**src/mem1_settings.svh**
```systemverilog
`ifndef MEM1_SETTINGS_SVH
`define MEM1_SETTINGS_SVH

// Datapath widths
`define WORD_W      32
`define OP_W        8
`define REG_ADDR_W  5

// Memory operation codes
`define OP_LD_B     8'h20
`define OP_LD_H     8'h21
`define OP_LD_W     8'h22
`define OP_LD_BU    8'h23
`define OP_LD_HU    8'h24
`define OP_ST_B     8'h25
`define OP_ST_H     8'h26
`define OP_ST_W     8'h27

// Atomic pair
`define OP_LL       8'h28
`define OP_SC       8'h29

`endif

```
**src/mem1_pkg.sv**
```systemverilog
`include "mem1_settings.svh"

package mem1_pkg;

    // Data word and physical address
    typedef logic [`WORD_W-1:0] word_t;

    typedef logic [`OP_W-1:0] aluop_t;

    typedef logic [`REG_ADDR_W-1:0] reg_addr_t;

    // Privilege level where 3 is user
    typedef logic [1:0] plv_t;

    // One enable per byte lane
    typedef logic [3:0] byte_sel_t;

    // 0 byte, 1 half, 2 word
    typedef logic [2:0] access_type_t;

    // {pil, pis, ppi, pme, tlbr, adem}
    typedef logic [5:0] excp_vec_t;

endpackage

```
**src/mem1_result_merge.sv**
```systemverilog
module mem1_result_merge (
    input  logic                   clk,
    input  logic                   rst,
    input  logic                   flush_i,
    input  logic                   advance_i,
    input  logic                   instr_valid_i,
    input  logic                   mem_load_i,
    input  logic                   mem_store_i,
    input  logic                   excp_i,
    input  mem1_pkg::excp_vec_t    excp_vec_i,
    input  logic                   wreg_i,
    input  mem1_pkg::reg_addr_t    waddr_i,
    input  mem1_pkg::word_t        wdata_i,
    input  mem1_pkg::word_t        paddr_i,
    input  mem1_pkg::aluop_t       aluop_i,
    input  logic                   enc_ce_i,
    input  logic                   enc_we_i,
    input  mem1_pkg::byte_sel_t    enc_sel_i,
    input  mem1_pkg::word_t        enc_wdata_i,
    input  mem1_pkg::access_type_t enc_rd_type_i,
    input  mem1_pkg::access_type_t enc_wr_type_i,
    input  logic                   atom_ll_i,
    input  logic                   atom_sc_i,
    input  logic                   atom_sc_ok_i,
    input  logic                   dcache_ready_i,
    input  logic                   dcache_ack_i,
    output logic                   dcache_ce_o,
    output logic                   dcache_we_o,
    output mem1_pkg::byte_sel_t    dcache_sel_o,
    output mem1_pkg::word_t        dcache_addr_o,
    output mem1_pkg::word_t        dcache_wdata_o,
    output mem1_pkg::access_type_t dcache_rd_type_o,
    output mem1_pkg::access_type_t dcache_wr_type_o,
    output logic                   advance_ready_o,
    output logic                   fwd_wreg_o,
    output logic                   fwd_final_o,
    output mem1_pkg::reg_addr_t    fwd_waddr_o,
    output mem1_pkg::word_t        fwd_wdata_o,
    output logic                   stage_valid_o,
    output logic                   stage_excp_o,
    output mem1_pkg::excp_vec_t    stage_excp_vec_o,
    output logic                   stage_wreg_o,
    output mem1_pkg::reg_addr_t    stage_waddr_o,
    output mem1_pkg::word_t        stage_wdata_o,
    output logic                   stage_llbit_we_o,
    output logic                   stage_llbit_value_o,
    output mem1_pkg::word_t        stage_addr_o,
    output mem1_pkg::aluop_t       stage_aluop_o,
    output logic                   stage_access_o
);

    import mem1_pkg::*;

    logic  mem_access_valid;
    logic  access_mem;
    logic  send_req;
    logic  sc_valid;
    logic  next_wreg;
    word_t next_wdata;
    logic  next_llbit_we;
    logic  next_llbit_value;

    assign mem_access_valid = instr_valid_i & ~excp_i;
    assign access_mem       = mem_load_i | mem_store_i;
    assign send_req         = mem_access_valid & dcache_ready_i & enc_ce_i;

    // Request fields are zero whenever nothing is sent
    assign dcache_ce_o      = send_req;
    assign dcache_we_o      = send_req & enc_we_i;
    assign dcache_sel_o     = send_req ? enc_sel_i : '0;
    assign dcache_addr_o    = send_req ? paddr_i : '0;
    assign dcache_wdata_o   = send_req ? enc_wdata_i : '0;
    assign dcache_rd_type_o = send_req ? enc_rd_type_i : '0;
    assign dcache_wr_type_o = send_req ? enc_wr_type_i : '0;

    // Hold the pipe until the cache acknowledges
    assign advance_ready_o = ~(access_mem & mem_access_valid & ~dcache_ack_i);

    // SC returns its success flag in the destination register
    assign sc_valid         = mem_access_valid & atom_sc_i;
    assign next_wreg        = sc_valid ? 1'b1 : wreg_i;
    assign next_wdata       = sc_valid ? word_t'(atom_sc_ok_i) : wdata_i;
    assign next_llbit_we    = mem_access_valid & (atom_ll_i | atom_sc_ok_i);
    assign next_llbit_value = mem_access_valid & atom_ll_i;

    // Load data is not final until the next stage
    assign fwd_wreg_o  = next_wreg;
    assign fwd_final_o = ~mem_load_i;
    assign fwd_waddr_o = waddr_i;
    assign fwd_wdata_o = next_wdata;

    always_ff @(posedge clk) begin
        if (rst || flush_i) begin
            stage_valid_o       <= 1'b0;
            stage_excp_o        <= 1'b0;
            stage_excp_vec_o    <= '0;
            stage_wreg_o        <= 1'b0;
            stage_waddr_o       <= '0;
            stage_wdata_o       <= '0;
            stage_llbit_we_o    <= 1'b0;
            stage_llbit_value_o <= 1'b0;
            stage_addr_o        <= '0;
            stage_aluop_o       <= '0;
            stage_access_o      <= 1'b0;
        end else if (advance_i) begin
            stage_valid_o       <= instr_valid_i;
            stage_excp_o        <= excp_i;
            stage_excp_vec_o    <= excp_vec_i;
            stage_wreg_o        <= next_wreg;
            stage_waddr_o       <= waddr_i;
            stage_wdata_o       <= next_wdata;
            stage_llbit_we_o    <= next_llbit_we;
            stage_llbit_value_o <= next_llbit_value;
            stage_addr_o        <= paddr_i;
            stage_aluop_o       <= aluop_i;
            stage_access_o      <= mem_access_valid;
        end
    end

endmodule

```
**src/mem1_top.sv**
```systemverilog
module mem1_top (
    input  logic                   clk,
    input  logic                   rst,
    input  logic                   instr_valid_i,
    input  logic                   excp_in_i,
    input  logic                   mem_load_i,
    input  logic                   mem_store_i,
    input  logic                   trans_en_i,
    input  mem1_pkg::aluop_t       aluop_i,
    input  logic                   wreg_i,
    input  mem1_pkg::reg_addr_t    waddr_i,
    input  mem1_pkg::word_t        wdata_i,
    input  mem1_pkg::word_t        store_data_i,
    input  mem1_pkg::word_t        tlb_paddr_i,
    input  logic                   tlb_found_i,
    input  logic                   tlb_v_i,
    input  logic                   tlb_d_i,
    input  mem1_pkg::plv_t         tlb_plv_i,
    input  mem1_pkg::plv_t         csr_plv_i,
    input  logic                   llbit_i,
    input  logic                   advance_i,
    input  logic                   flush_i,
    input  logic                   dcache_ready_i,
    input  logic                   dcache_ack_i,
    output logic                   dcache_ce_o,
    output logic                   dcache_we_o,
    output mem1_pkg::byte_sel_t    dcache_sel_o,
    output mem1_pkg::word_t        dcache_addr_o,
    output mem1_pkg::word_t        dcache_wdata_o,
    output mem1_pkg::access_type_t dcache_rd_type_o,
    output mem1_pkg::access_type_t dcache_wr_type_o,
    output logic                   advance_ready_o,
    output logic                   fwd_wreg_o,
    output logic                   fwd_final_o,
    output mem1_pkg::reg_addr_t    fwd_waddr_o,
    output mem1_pkg::word_t        fwd_wdata_o,
    output logic                   stage_valid_o,
    output logic                   stage_excp_o,
    output mem1_pkg::excp_vec_t    stage_excp_vec_o,
    output logic                   stage_wreg_o,
    output mem1_pkg::reg_addr_t    stage_waddr_o,
    output mem1_pkg::word_t        stage_wdata_o,
    output logic                   stage_llbit_we_o,
    output logic                   stage_llbit_value_o,
    output mem1_pkg::word_t        stage_addr_o,
    output mem1_pkg::aluop_t       stage_aluop_o,
    output logic                   stage_access_o
);

    import mem1_pkg::*;

    logic         excp;
    excp_vec_t    excp_vec;
    logic         enc_ce;
    logic         enc_we;
    byte_sel_t    enc_sel;
    word_t        enc_wdata;
    access_type_t enc_rd_type;
    access_type_t enc_wr_type;
    logic         atom_ll;
    logic         atom_sc;
    logic         atom_sc_ok;

    mem_excp_check excp_check_i (
        .trans_en_i  (trans_en_i),
        .mem_load_i  (mem_load_i),
        .mem_store_i (mem_store_i),
        .excp_in_i   (excp_in_i),
        .paddr_i     (tlb_paddr_i),
        .tlb_found_i (tlb_found_i),
        .tlb_v_i     (tlb_v_i),
        .tlb_d_i     (tlb_d_i),
        .tlb_plv_i   (tlb_plv_i),
        .csr_plv_i   (csr_plv_i),
        .excp_o      (excp),
        .excp_vec_o  (excp_vec)
    );

    mem_req_encode req_encode_i (
        .aluop_i      (aluop_i),
        .paddr_i      (tlb_paddr_i),
        .store_data_i (store_data_i),
        .llbit_i      (llbit_i),
        .ce_o         (enc_ce),
        .we_o         (enc_we),
        .sel_o        (enc_sel),
        .wdata_o      (enc_wdata),
        .rd_type_o    (enc_rd_type),
        .wr_type_o    (enc_wr_type),
        .ll_o         (atom_ll),
        .sc_o         (atom_sc),
        .sc_ok_o      (atom_sc_ok)
    );

    mem1_result_merge result_merge_i (
        .clk                 (clk),
        .rst                 (rst),
        .flush_i             (flush_i),
        .advance_i           (advance_i),
        .instr_valid_i       (instr_valid_i),
        .mem_load_i          (mem_load_i),
        .mem_store_i         (mem_store_i),
        .excp_i              (excp),
        .excp_vec_i          (excp_vec),
        .wreg_i              (wreg_i),
        .waddr_i             (waddr_i),
        .wdata_i             (wdata_i),
        .paddr_i             (tlb_paddr_i),
        .aluop_i             (aluop_i),
        .enc_ce_i            (enc_ce),
        .enc_we_i            (enc_we),
        .enc_sel_i           (enc_sel),
        .enc_wdata_i         (enc_wdata),
        .enc_rd_type_i       (enc_rd_type),
        .enc_wr_type_i       (enc_wr_type),
        .atom_ll_i           (atom_ll),
        .atom_sc_i           (atom_sc),
        .atom_sc_ok_i        (atom_sc_ok),
        .dcache_ready_i      (dcache_ready_i),
        .dcache_ack_i        (dcache_ack_i),
        .dcache_ce_o         (dcache_ce_o),
        .dcache_we_o         (dcache_we_o),
        .dcache_sel_o        (dcache_sel_o),
        .dcache_addr_o       (dcache_addr_o),
        .dcache_wdata_o      (dcache_wdata_o),
        .dcache_rd_type_o    (dcache_rd_type_o),
        .dcache_wr_type_o    (dcache_wr_type_o),
        .advance_ready_o     (advance_ready_o),
        .fwd_wreg_o          (fwd_wreg_o),
        .fwd_final_o         (fwd_final_o),
        .fwd_waddr_o         (fwd_waddr_o),
        .fwd_wdata_o         (fwd_wdata_o),
        .stage_valid_o       (stage_valid_o),
        .stage_excp_o        (stage_excp_o),
        .stage_excp_vec_o    (stage_excp_vec_o),
        .stage_wreg_o        (stage_wreg_o),
        .stage_waddr_o       (stage_waddr_o),
        .stage_wdata_o       (stage_wdata_o),
        .stage_llbit_we_o    (stage_llbit_we_o),
        .stage_llbit_value_o (stage_llbit_value_o),
        .stage_addr_o        (stage_addr_o),
        .stage_aluop_o       (stage_aluop_o),
        .stage_access_o      (stage_access_o)
    );

endmodule

```
**src/mem_excp_check.sv**
```systemverilog
`include "mem1_settings.svh"

module mem_excp_check (
    input  logic                trans_en_i,
    input  logic                mem_load_i,
    input  logic                mem_store_i,
    input  logic                excp_in_i,
    input  mem1_pkg::word_t     paddr_i,
    input  logic                tlb_found_i,
    input  logic                tlb_v_i,
    input  logic                tlb_d_i,
    input  mem1_pkg::plv_t      tlb_plv_i,
    input  mem1_pkg::plv_t      csr_plv_i,
    output logic                excp_o,
    output mem1_pkg::excp_vec_t excp_vec_o
);

    logic access_mem;
    logic plv_ok;
    logic excp_adem;
    logic excp_tlbr;
    logic excp_pil;
    logic excp_pis;
    logic excp_ppi;
    logic excp_pme;

    assign access_mem = mem_load_i | mem_store_i;
    assign plv_ok     = (csr_plv_i <= tlb_plv_i);

    // User mode may not touch the upper half of the address space
    assign excp_adem = trans_en_i & access_mem & (csr_plv_i == 2'd3)
                     & paddr_i[`WORD_W-1];

    assign excp_tlbr = trans_en_i & access_mem & ~tlb_found_i;

    // Invalid page split by access direction
    assign excp_pil = trans_en_i & mem_load_i & ~tlb_v_i;
    assign excp_pis = trans_en_i & mem_store_i & ~tlb_v_i;

    assign excp_ppi = trans_en_i & access_mem & tlb_v_i & ~plv_ok;

    // Store to a clean page
    assign excp_pme = trans_en_i & mem_store_i & tlb_v_i & plv_ok & ~tlb_d_i;

    assign excp_vec_o = {
        excp_pil,
        excp_pis,
        excp_ppi,
        excp_pme,
        excp_tlbr,
        excp_adem
    };

    assign excp_o = excp_in_i | (|excp_vec_o);

endmodule

```
**src/mem_req_encode.sv**
```systemverilog
`include "mem1_settings.svh"

module mem_req_encode (
    input  mem1_pkg::aluop_t       aluop_i,
    input  mem1_pkg::word_t        paddr_i,
    input  mem1_pkg::word_t        store_data_i,
    input  logic                   llbit_i,
    output logic                   ce_o,
    output logic                   we_o,
    output mem1_pkg::byte_sel_t    sel_o,
    output mem1_pkg::word_t        wdata_o,
    output mem1_pkg::access_type_t rd_type_o,
    output mem1_pkg::access_type_t wr_type_o,
    output logic                   ll_o,
    output logic                   sc_o,
    output logic                   sc_ok_o
);

    import mem1_pkg::*;

    logic [1:0] lane;
    logic [4:0] bit_shift;
    byte_sel_t  sel_byte;
    byte_sel_t  sel_half;
    word_t      data_byte;
    word_t      data_half;

    assign lane      = paddr_i[1:0];
    assign bit_shift = {lane, 3'b000};

    // Lane aligned enables and store data for sub-word accesses
    assign sel_byte  = byte_sel_t'(4'b0001) << lane;
    assign sel_half  = byte_sel_t'(4'b0011) << lane;
    assign data_byte = {24'b0, store_data_i[7:0]} << bit_shift;
    assign data_half = {16'b0, store_data_i[15:0]} << bit_shift;

    assign ll_o    = (aluop_i == `OP_LL);
    assign sc_o    = (aluop_i == `OP_SC);
    assign sc_ok_o = sc_o & llbit_i;

    always_comb begin
        ce_o      = 1'b0;
        we_o      = 1'b0;
        sel_o     = '0;
        wdata_o   = '0;
        rd_type_o = '0;
        wr_type_o = '0;
        case (aluop_i)
            `OP_LD_B, `OP_LD_BU: begin
                ce_o      = 1'b1;
                sel_o     = sel_byte;
                rd_type_o = 3'd0;
            end
            `OP_LD_H, `OP_LD_HU: begin
                ce_o      = 1'b1;
                sel_o     = sel_half;
                rd_type_o = 3'd1;
            end
            `OP_LD_W, `OP_LL: begin
                ce_o      = 1'b1;
                sel_o     = '1;
                rd_type_o = 3'd2;
            end
            `OP_ST_B: begin
                ce_o      = 1'b1;
                we_o      = 1'b1;
                sel_o     = sel_byte;
                wdata_o   = data_byte;
                wr_type_o = 3'd0;
            end
            `OP_ST_H: begin
                ce_o      = 1'b1;
                we_o      = 1'b1;
                sel_o     = sel_half;
                wdata_o   = data_half;
                wr_type_o = 3'd1;
            end
            `OP_ST_W: begin
                ce_o      = 1'b1;
                we_o      = 1'b1;
                sel_o     = '1;
                wdata_o   = store_data_i;
                wr_type_o = 3'd2;
            end
            `OP_SC: begin
                // Failed SC leaves the cache alone
                if (llbit_i) begin
                    ce_o      = 1'b1;
                    we_o      = 1'b1;
                    sel_o     = '1;
                    wdata_o   = store_data_i;
                    wr_type_o = 3'd2;
                end
            end
            default: begin
            end
        endcase
    end

endmodule

```
**config.mk**
```make
export PLATFORM = sky130hd
export DESIGN_NAME = mem1_top
export DESIGN_NICKNAME = d
export VERILOG_FILES = /design/src/mem1_pkg.sv /design/src/mem1_result_merge.sv /design/src/mem1_top.sv /design/src/mem_excp_check.sv /design/src/mem_req_encode.sv
export VERILOG_INCLUDE_DIRS = /design/src
export SDC_FILE = /design/constraint.sdc
export NUM_CORES = 1
export LEC_CHECK = 0
export ABC_AREA = 1
export BUFFER_PORTS_ARGS = -buffer_cell sky130_fd_sc_hd__buf_2
export CAP_MARGIN = 20
export CORE_AREA = 2 2 130 132
export CTS_BUF_LIST = sky130_fd_sc_hd__clkbuf_16
export DETAILED_ROUTE_END_ITERATION = 7
export DIE_AREA = 0 0 132 134
export GPL_TIMING_DRIVEN = 0
export PLACE_DENSITY_LB_ADDON = 0.05
export RECOVER_POWER = 25
export SLEW_MARGIN = 20
export SYNTH_ARGS = -nofsm -noshare
export SYNTH_HDL_FRONTEND = slang
export SYNTH_HIERARCHICAL = 1
export SYNTH_SLANG_ARGS = --single-unit
```
**constraint.sdc**
```tcl
create_clock -name clk -period 2.3 [get_ports clk]
set_input_delay 0 -clock clk [delete_from_list [all_inputs] [get_ports clk]]
set_output_delay 0 -clock clk [all_outputs]
set_load 0.03 [all_outputs]
```
==> flow_summary.ini, run 1 <==
[outcome]
outcome = completed

[logic_synthesis]
cell_variety_after_synth = 27
synth_warnings = 6
asyncSetResetFlopFracSynth = 0
netlist_area_mm2 = 0.00526
synth_area_per_cell_um2 = 6.05
synth_top_area_cell = sky130_fd_sc_hd__dfxtp_1
post-synth-top-count-cell = sky130_fd_sc_hd__nand2_1
synthesis.instances = 869
yosysSeqAreaShare = 0.339
synth_commonest_cells = sky130_fd_sc_hd__nand2_1, sky130_fd_sc_hd__inv_1, sky130_fd_sc_hd__nor2_1, sky130_fd_sc_hd__dfxtp_1, sky130_fd_sc_hd__a21oi_1
synth-edff-count = 0
postSynthRegisterBits = 89
top_cell_type_s_share_of_synthesized_area = 0.339
postSynth.topFlopCell = sky130_fd_sc_hd__dfxtp_1
post_synth_main_area_contributors = sky130_fd_sc_hd__dfxtp_1, sky130_fd_sc_hd__nand2_1, sky130_fd_sc_hd__inv_1

[final_layout]
layout_cell_share_with_drive_strength_beyond_1 = 0.310
post_layout_nonfiller_instances = 1515
final_core_occ = 0.508
fin_nets = 1421
ff_latch_area_mm2 = 0.00178
n_fill_cell = 1751
multi_input_comb_area_mm2 = 0.00242
final_area_mm2 = 0.00828
layout-area-overhead-vs-synth_pct = 57.4
diodes = 0

[cts]
htreeDepth = 3
clk_pin_slew_worst_paths_ps = 70
cts_num_sinks = 89
cts_max_path_buffers = 2
clock_insertion_delay_worst_skew_ps = 340
tritoncts = built
cts_root_buffer = sky130_fd_sc_hd__clkbuf_16
cts_inserted_buffers = 9
postCtsSetupBuffers = 0

[global_routing]
globalRoute.totalOverflow = 0
grt_pass1_wl_um = 32200
track_usage = 0.227
first_global_vias = 6263
antenna_found_initial = 0
grt_max_degree = 17

[placement]
placed_cells = 1420
routabilityCongestion = 0.816
port_buffers = 330
dp_hpwl_um = 16000
detailed_place.area_mm2 = 0.00719

[critical_path]
critical_path_required_ps = 2300
cp-end-kind = output port
crit_chain = dlygate4sd3_1, buf_2, nand2_1, nor2_1, nand2_1, nand2_1, nor2_1, nand2_1, nor2_4, nand3_2, buf_2, nor2_1, buf_2
worst_path_dominant_cell_family = buffers and inverters
timing.critical_path.slowest_cell_delay_ps = 530
crit_path_frequent_cell = sky130_fd_sc_hd__nand2_1
critical_path_class = input pin to output port
critical_path.slowest_cell = sky130_fd_sc_hd__dlygate4sd3_1
critPathLaunchType = input pin
worst-endpoint-arrival_ps = 2130
critPathMaxFanout = 10
worstPathBufferInverterCount = 4

[sta]
slew_headroom = 0.598
timing.fmax_mhz = 469
post-route-min-period_ps = 2130
grt_setup_unrepaired = false
finalSetupViolCount = 0
hold_viol = 0
tns_ps = 0
clock_skew_ps = 0
report.final.slew_viol_count = 0
layout_worst_path_cycle_share = 0.926
worst_pin_slew_ps = 603

[drt]
routed_wl_um = 20700
antenna_left = 0
detail_route.vias_per_cell = 4.35
drt_first_iter_violations = 284
detail_route.wl_per_cell_um = 13.7
post-route-drc-count = 0
drtPass1Iterations = 4
num_vias = 6594

[pwr]
total_power_w = 0.00410
ir_drop_v = 0.000364
power.leakage_nw = 4.61
power_per_cell_area_mw_per_mm2 = 496

[floorplan]
dieArea_mm2 = 0.0177
boundaryPins = 334
floorplan.rows = 47
core_area_mm2 = 0.0163
start_util = 0.323
floorplan.die.height_um = 134
dieWidth_um = 132

[min_path]
holdCritPathClass = input pin to register

[run]
max_cap_viol_count = 0
## sequential cells by signal, summed over array words and instances, names as in the netlist
name                                flops
result_merge_i/stage_wreg_o             1
result_merge_i/stage_addr_o            32
result_merge_i/stage_aluop_o            8
result_merge_i/stage_excp_vec_o         6
result_merge_i/stage_valid_o            1
result_merge_i/stage_llbit_value_o      1
result_merge_i/stage_llbit_we_o         1
result_merge_i/stage_wdata_o           32
result_merge_i/stage_excp_o             1
result_merge_i/stage_waddr_o            5
result_merge_i/stage_access_o           1
## tightest hold or removal path: stages
cell and delay, ps:
sky130_fd_sc_hd__buf_2 80, sky130_fd_sc_hd__nor2_1 60, sky130_fd_sc_hd__inv_1 180, sky130_fd_sc_hd__a21oi_1 60
## cells by family after synthesis
family / Yosys count / synth area share
and+or+nand+nor: 347 / 0.278
AOI/OAI and AO/OA: 184 / 0.178
DFF: 89 / 0.339
adders and majority gates: 2 / 0.00476
other: 1 / 0.000713
buffers and inverters: 246 / 0.200
## per-layer routing
| layer | wire length, um | GRT usage | share of wire |
|---|---|---|---|
| met4 | 551 | 0.0725 | 0.027 |
| met1 | 8940 | 0.266 | 0.43 |
| met3 | 1460 | 0.0688 | 0.070 |
| met2 | 9790 | 0.396 | 0.47 |
| met5 | 0 | 0 | 0 |
## worst paths after layout
check	startpoint	endpoint	slack, ps	cells past startpoint
worst max register to register	result_merge_i/stage_wreg_o$_SDFFE_PP0P_	result_merge_i/stage_wreg_o$_SDFFE_PP0P_	1640	4
worst min register to register	result_merge_i/stage_excp_vec_o[4]$_SDFFE_PP0P_	result_merge_i/stage_excp_vec_o[4]$_SDFFE_PP0P_	460	2
worst max-delay path	tlb_paddr_i[31]	dcache_addr_o[5]	170	13
worst min-delay path	rst	result_merge_i/stage_access_o$_SDFFE_PP0P_	80	4
## layout by cell type (no fill, tap or decap)
cell type,instances
sky130_fd_sc_hd__a21oi_1,89
sky130_fd_sc_hd__conb_1,2
sky130_fd_sc_hd__o21ai_4,1
sky130_fd_sc_hd__nand2_2,6
sky130_fd_sc_hd__nor2_8,1
sky130_fd_sc_hd__inv_2,4
sky130_fd_sc_hd__dfxtp_1,89
sky130_fd_sc_hd__clkinvlp_4,1
sky130_fd_sc_hd__buf_2,322
sky130_fd_sc_hd__buf_6,7
sky130_fd_sc_hd__or2_2,1
sky130_fd_sc_hd__o21ai_1,6
sky130_fd_sc_hd__clkbuf_16,9
sky130_fd_sc_hd__dlygate4sd3_1,79
sky130_fd_sc_hd__nand2_4,1
sky130_fd_sc_hd__clkinv_1,2
sky130_fd_sc_hd__ha_1,2
sky130_fd_sc_hd__nand3_2,2
sky130_fd_sc_hd__nand3_1,8
sky130_fd_sc_hd__o21ai_0,88
sky130_fd_sc_hd__inv_8,1
sky130_fd_sc_hd__nand4_1,4
sky130_fd_sc_hd__nor2_1,110
sky130_fd_sc_hd__nor3_1,1
sky130_fd_sc_hd__clkbuf_4,1
sky130_fd_sc_hd__nor2_2,21
sky130_fd_sc_hd__inv_1,183
sky130_fd_sc_hd__bufinv_16,2
sky130_fd_sc_hd__clkbuf_1,42
sky130_fd_sc_hd__nand2_1,188
sky130_fd_sc_hd__nor2_4,4
sky130_fd_sc_hd__buf_4,16
sky130_fd_sc_hd__inv_6,2
## area by class of cell
cell class / instances / share of cell area
Clock buffer: 9 / 0.0272
Multi-Input combinational cell: 535 / 0.293
Timing Repair Buffer: 409 / 0.292
Buffer: 58 / 0.0420
Sequential cell: 89 / 0.215
Inverter: 188 / 0.0852
Tap cell: 220 / 0.0332
Clock inverter: 7 / 0.0121
## what timing repair did
action	4_1_cts	5_1_grt
resized for setup	0	8
hold buffers	79	0
endpoints found under the hold margin	79	0
endpoints found under the setup margin	0	45
## per-stage QoR
stage | hold slack (ps) | worst slack (ps)
3_5_place_dp | 274 | 224
3_3_place_gp | 272 | 209
2_1_floorplan | 110 | 580
6_report | 76.3 | 170
5_1_grt | 80.3 | 8.29
4_1_cts | 46.6 | 25.8
## report_power, final
group / switching, W / total [W] / internal (W)
logic: 0.000538 / 0.000867 / 0.000329
clock network: 0.000650 / 0.00161 / 0.000963
registers: 0.0000252 / 0.00162 / 0.00160
total: 0.00121 / 0.00410 / 0.00289
(Power assumes the default switching activity.)
==> run 2, diff against run 1 <==
==> constraint.sdc (replaced) <==
create_clock -name clk -period 2.3 [get_ports clk]
set_input_delay 0.115 -clock clk [delete_from_list [all_inputs] [get_ports clk]]
set_output_delay 0.115 -clock clk [all_outputs]
set_load 0.03 [all_outputs]
==> flow_summary.ini, run 2 (synthesized netlist as in run 1, its figures left out) <==
[outcome]
outcome = completed

[critical_path]
critPathLaunchType = input pin
critPathMaxFanout = 10
worst-r2r-setup-slack_ps = 1610
critical_path_class = input pin to output port
timing.rr.start = result_merge_i/stage_wreg_o$_SDFFE_PP0P_
timing.critical_path.slowest_cell_delay_ps = 290
r2r_cells = 4
crit_chain = buf_2, inv_1, ha_1, nand2_1, nand2_1, nand2_1, nor2_4, nor2_1, nand2_2, nor2_4, nand3_2, buf_2, nor2_1, buf_2
worstReg2RegEnd = result_merge_i/stage_wreg_o$_SDFFE_PP0P_
cp-end-kind = output port
worst-endpoint-arrival_ps = 1990
critical_path_required_ps = 2180
critical_path.slowest_cell = sky130_fd_sc_hd__ha_1

[final_layout]
layout-area-overhead-vs-synth_pct = 42.6
post_layout_nonfiller_instances = 1436
n_fill_cell = 1851
layout_cell_share_with_drive_strength_beyond_1 = 0.333
most_common_cell_after_layout_fill_and_taps_aside = sky130_fd_sc_hd__buf_2
diodes = 0
biggestRegsByFlops = result_merge_i/stage_addr_o x32, result_merge_i/stage_wdata_o x32, result_merge_i/stage_aluop_o x8
fin_nets = 1342
final_cell_mix = sky130_fd_sc_hd__buf_2, sky130_fd_sc_hd__nand2_1, sky130_fd_sc_hd__inv_1

[global_routing]
track_usage = 0.214
globalRouteMet2Util = 0.369
first_global_vias = 5703
globalRoute.totalOverflow = 0
antenna_found_initial = 0
top_usage_layer = met2
grt_max_degree = 17
groute.layer.met1.usage = 0.261
use_met3 = 0.0658
grt_pass1_wl_um = 30100

[min_path]
min_to = result_merge_i/stage_aluop_o[6]$_SDFFE_PP0P_
holdCritPathClass = input pin to register
timing.hold.worst.start = aluop_i[6]
worst_hold_path.num_cells = 3

[floorplan]
dieArea_mm2 = 0.0177
core_area_mm2 = 0.0163
floorplan.die.height_um = 134
start_util = 0.323
dieWidth_um = 132
boundaryPins = 334
floorplan.rows = 47

[sta]
grt_setup_unrepaired = false
layout_worst_path_cycle_share = 0.916
slew_headroom = 0.599
worst_pin_slew_ps = 602
finalSetupViolCount = 0
report.final.slew_viol_count = 0
timing.fmax_mhz = 475
whs_ps = 25.3
post-route-min-period_ps = 2110
hold_viol = 0
clock_skew_ps = 0

[drt]
antenna_left = 0
routed_wl_um = 19700
detail_route.vias_per_cell = 4.36
post-route-drc-count = 0
drtPass1Iterations = 4
drt_first_iter_violations = 232
num_vias = 6256
detail_route.wl_per_cell_um = 13.7

[pwr]
power_per_cell_area_mw_per_mm2 = 534
power.leakage_nw = 4.29
ir_drop_v = 0.000359

[cts]
cts_root_buffer = sky130_fd_sc_hd__clkbuf_16
tritoncts = built
cts_max_path_buffers = 2
cts-hold-fix-buffers = 0
cts_inserted_buffers = 9
clk_pin_slew_worst_paths_ps = 70
htreeDepth = 3
clock_insertion_delay_worst_skew_ps = 340
cts_num_sinks = 89

[placement]
dp_hpwl_um = 16000
routabilityCongestion = 0.816
placed_cells = 1420
port_buffers = 330

[run]
max_cap_viol_count = 0
## run 2: changes by cell type in the layout (fill, tap and decap cells not counted), sizes merged
cell and delta:
dlygate4sd3 -79, buf -2, clkbuf +2
## run 2: worst max path at each step
stage / cells after the start / slack (ps) / end / startpoint
6_report: 14 / 190 / dcache_addr_o[5] / tlb_plv_i[1]
4_1_cts: 15 / 60 / dcache_wdata_o[9] / tlb_plv_i[1]
3_5_place_dp: 14 / -6 / dcache_addr_o[5] / tlb_plv_i[1]
3_3_place_gp: 14 / -20 / dcache_addr_o[0] / tlb_plv_i[1]
5_1_grt: 14 / 8 / dcache_addr_o[5] / tlb_plv_i[1]
2_1_floorplan: 13 / 350 / dcache_rd_type_o[0] / tlb_plv_i[1]
## run 2: per-stage QoR
step / power, W / utilization / setup TNS (ps) / cell area (um2) / setup WS, ps
after floorplan: 0.00212 / - / 0 / 5270 / 350
after global placement: 0.00243 / 0.442 / -20.6 / 7190 / -20.6
after detailed placement: 0.00243 / 0.442 / -6.98 / 7190 / -6.45
after CTS: 0.00405 / 0.462 / 0 / 7520 / 57.6
after global routing: 0.00418 / 0.461 / 0 / 7500 / 7.58
final: 0.00401 / 0.461 / 0 / 7500 / 194
## run 2: per-layer routing
layer / vias to the layer above / share of wire
li1: 3288 / -
met2: 213 / 0.47
met3: 21 / 0.074
met1: 2734 / 0.44
met4: 0 / 0.017
met5: - / 0
## run 2: worst max-delay path: cells and delay by family
| kind | cells | cell delay, ps |
|---|---|---|
| AND/OR/NAND/NOR | 9 | 990 |
| buffers and inverters | 4 | 590 |
| adder cells (fa/ha/maj) | 1 | 290 |
## run 2: what timing repair did
| action | CTS | global route |
|---|---|---|
| setup buffers | 0 | 0 |
| endpoints found under the setup margin | 2 | 74 |
| pin swaps | 0 | 0 |
| endpoints found under the hold margin | 0 | 0 |
| resized for setup | 1 | 8 |
## run 2: layout make-up
| class | count | area (um2) | area share |
|---|---|---|---|
| Clock inverter | 7 | 100 | 0.0133 |
| Timing Repair Buffer | 330 | 1630 | 0.217 |
| Buffer | 58 | 345 | 0.0460 |
| Tap cell | 220 | 275 | 0.0367 |
| Clock buffer | 9 | 225 | 0.0300 |
| Inverter | 188 | 706 | 0.0940 |
| Sequential cell | 89 | 1780 | 0.237 |
| Multi-Input combinational cell | 535 | 2440 | 0.325 |
## run 2: where the power goes
part / internal, W / switching, W
Clock: 0.000964 / 0.000657
Combinational: 0.000242 / 0.000520
Sequential: 0.00160 / 0.0000253
==> run 3, diff against run 2 <==
- HOLD_SLACK_MARGIN: default -> 0.05
==> flow_summary.ini, run 3 (synthesized netlist as in run 1, its figures left out) <==
[outcome]
outcome = completed

[sta]
clock_skew_ps = 0
timing.fmax_mhz = 472
report.final.slew_viol_count = 0
grt_setup_unrepaired = false
slew_headroom = 0.598
post-route-min-period_ps = 2120
worst_pin_slew_ps = 603
hold_viol = 0
finalSetupViolCount = 0
layout_worst_path_cycle_share = 0.922

[pwr]
ir_drop_v = 0.000358
total_power_w = 0.00407
power.leakage_nw = 4.50
power_per_cell_area_mw_per_mm2 = 507

[final_layout]
post_layout_nonfiller_instances = 1489
ff_latch_area_mm2 = 0.00178
most_common_cell_after_layout_fill_and_taps_aside = sky130_fd_sc_hd__buf_2
final_area_mm2 = 0.00803
multi_input_comb_area_mm2 = 0.00244
final_cell_mix = sky130_fd_sc_hd__buf_2, sky130_fd_sc_hd__nand2_1, sky130_fd_sc_hd__inv_1
biggestRegsByFlops = result_merge_i/stage_addr_o x32, result_merge_i/stage_wdata_o x32, result_merge_i/stage_aluop_o x8
fin_nets = 1395
n_fill_cell = 1791
diodes = 0
layout_cell_share_with_drive_strength_beyond_1 = 0.319
layout-area-overhead-vs-synth_pct = 52.7

[floorplan]
floorplan.die.height_um = 134
floorplan.rows = 47
boundaryPins = 334
core_area_mm2 = 0.0163
dieWidth_um = 132
dieArea_mm2 = 0.0177
start_util = 0.323

[critical_path]
timing.rr.start = result_merge_i/stage_wreg_o$_SDFFE_PP0P_
worst-endpoint-arrival_ps = 2010
critical_path.endpoint = dcache_addr_o[5]
path_depth = 14
r2r_cells = 4
worst-r2r-setup-slack_ps = 1610
critical_path.slowest_cell = sky130_fd_sc_hd__ha_1
critical_path_class = input pin to output port
timing.critical_path.slowest_cell_delay_ps = 290
critical_path.startpoint = tlb_plv_i[1]
cp-end-kind = output port
critPathMaxFanout = 10
worst_path_dominant_cell_family = simple AND/OR/NAND/NOR gates
worstReg2RegEnd = result_merge_i/stage_wreg_o$_SDFFE_PP0P_
critPathLaunchType = input pin
critical_path_required_ps = 2180
worstPathBufferInverterCount = 4
crit_chain = buf_2, inv_1, ha_1, nand2_1, nand2_1, nand2_1, nor2_4, nor2_1, nand2_2, nor2_4, nand3_2, buf_2, nor2_1, buf_2

[placement]
routabilityCongestion = 0.816
detailed_place.area_mm2 = 0.00719
dp_hpwl_um = 16000
placed_cells = 1420
port_buffers = 330

[global_routing]
globalRoute.totalOverflow = 0
first_global_vias = 6067
antenna_found_initial = 0
grt_pass1_wl_um = 31500
grt_max_degree = 17
track_usage = 0.223

[cts]
clock_insertion_delay_worst_skew_ps = 340
cts_root_buffer = sky130_fd_sc_hd__clkbuf_16
cts_num_sinks = 89
cts_max_path_buffers = 2
cts_inserted_buffers = 9
tritoncts = built
htreeDepth = 3
clk_pin_slew_worst_paths_ps = 70

[drt]
detail_route.wl_per_cell_um = 13.8
detail_route.vias_per_cell = 4.35
routed_wl_um = 20500
drt_first_iter_violations = 252
num_vias = 6478
drtPass1Iterations = 4
antenna_left = 0
post-route-drc-count = 0

[run]
max_cap_viol_count = 0

[min_path]
holdCritPathClass = input pin to register
[run 3: cell count changes in the layout (fill, tap and decap cells not counted), sizes merged]
cell and delta:
dlygate4sd3 +53, clkbuf +1, buf -1
[run 3: worst min path at each step]
| stage | startpoint | to | slack, ps | depth (start not counted) |
|---|---|---|---|---|
| 6_report | wdata_i[21] | result_merge_i/stage_wdata_o[21]$_SDFFE_PP0P_ | 60 | 3 |
| 5_1_grt | wdata_i[21] | result_merge_i/stage_wdata_o[21]$_SDFFE_PP0P_ | 60 | 3 |
| 4_1_cts | wdata_i[24] | result_merge_i/stage_wdata_o[24]$_SDFFE_PP0P_ | 50 | 3 |
| 3_5_place_dp | aluop_i[6] | result_merge_i/stage_aluop_o[6]$_SDFFE_PP0P_ | 390 | 3 |
| 3_3_place_gp | tlb_paddr_i[19] | result_merge_i/stage_addr_o[19]$_SDFFE_PP0P_ | 390 | 3 |
| 2_1_floorplan | aluop_i[7] | result_merge_i/stage_aluop_o[7]$_SDFFE_PP0P_ | 260 | 2 |
[run 3: stage by stage]
stage	hold slack, ps	utilization	setup TNS [ps]	setup WS (ps)
3_5_place_dp	389	0.442	-6.98	-6.45
5_1_grt	55.4	0.493	0	13.6
2_1_floorplan	263	-	0	350
6_report	57.8	0.493	0	180
4_1_cts	50.7	0.494	0	57.6
3_3_place_gp	387	0.442	-20.6	-20.6
[run 3: what timing repair did]
item | CTS | global route
pin swaps | 0 | 0
hold endpoints to repair | 53 | 0
hold buffers | 53 | 0
endpoints found under the setup margin | 2 | 75
setup buffers | 0 | 0
gates resized for setup | 1 | 10
[run 3: cell type report]
cell class,count,area share
multi-input cells,535,0.304
plain buffers,58,0.0431
inverters,188,0.0878
clock buffers,9,0.0280
well taps,220,0.0343
repair buffers,383,0.269
clock inverters,7,0.0125
flip-flops and latches,89,0.222
[run 3: metal layers]
metal  vias to the layer above  wire length, um  track usage
li1                       3395                -            -
met1                      2835             8740        0.263
met2                       219             9740        0.389
met3                        29             1570       0.0718
met4                         0              433       0.0628
met5                         -                0            0
[run 3: worst reg2reg max path, stage by stage (launching register included)]
cell	delay (ps)
sky130_fd_sc_hd__dfxtp_1	330
sky130_fd_sc_hd__nor2_1	40
sky130_fd_sc_hd__nor2_1	120
sky130_fd_sc_hd__o21ai_0	80
sky130_fd_sc_hd__inv_1	60
[run 3: report_power, final]
part	internal [W]	switching (W)
clock network	0.000963	0.000648
logic	0.000301	0.000534
registers	0.00160	0.0000253
total	0.00286	0.00121
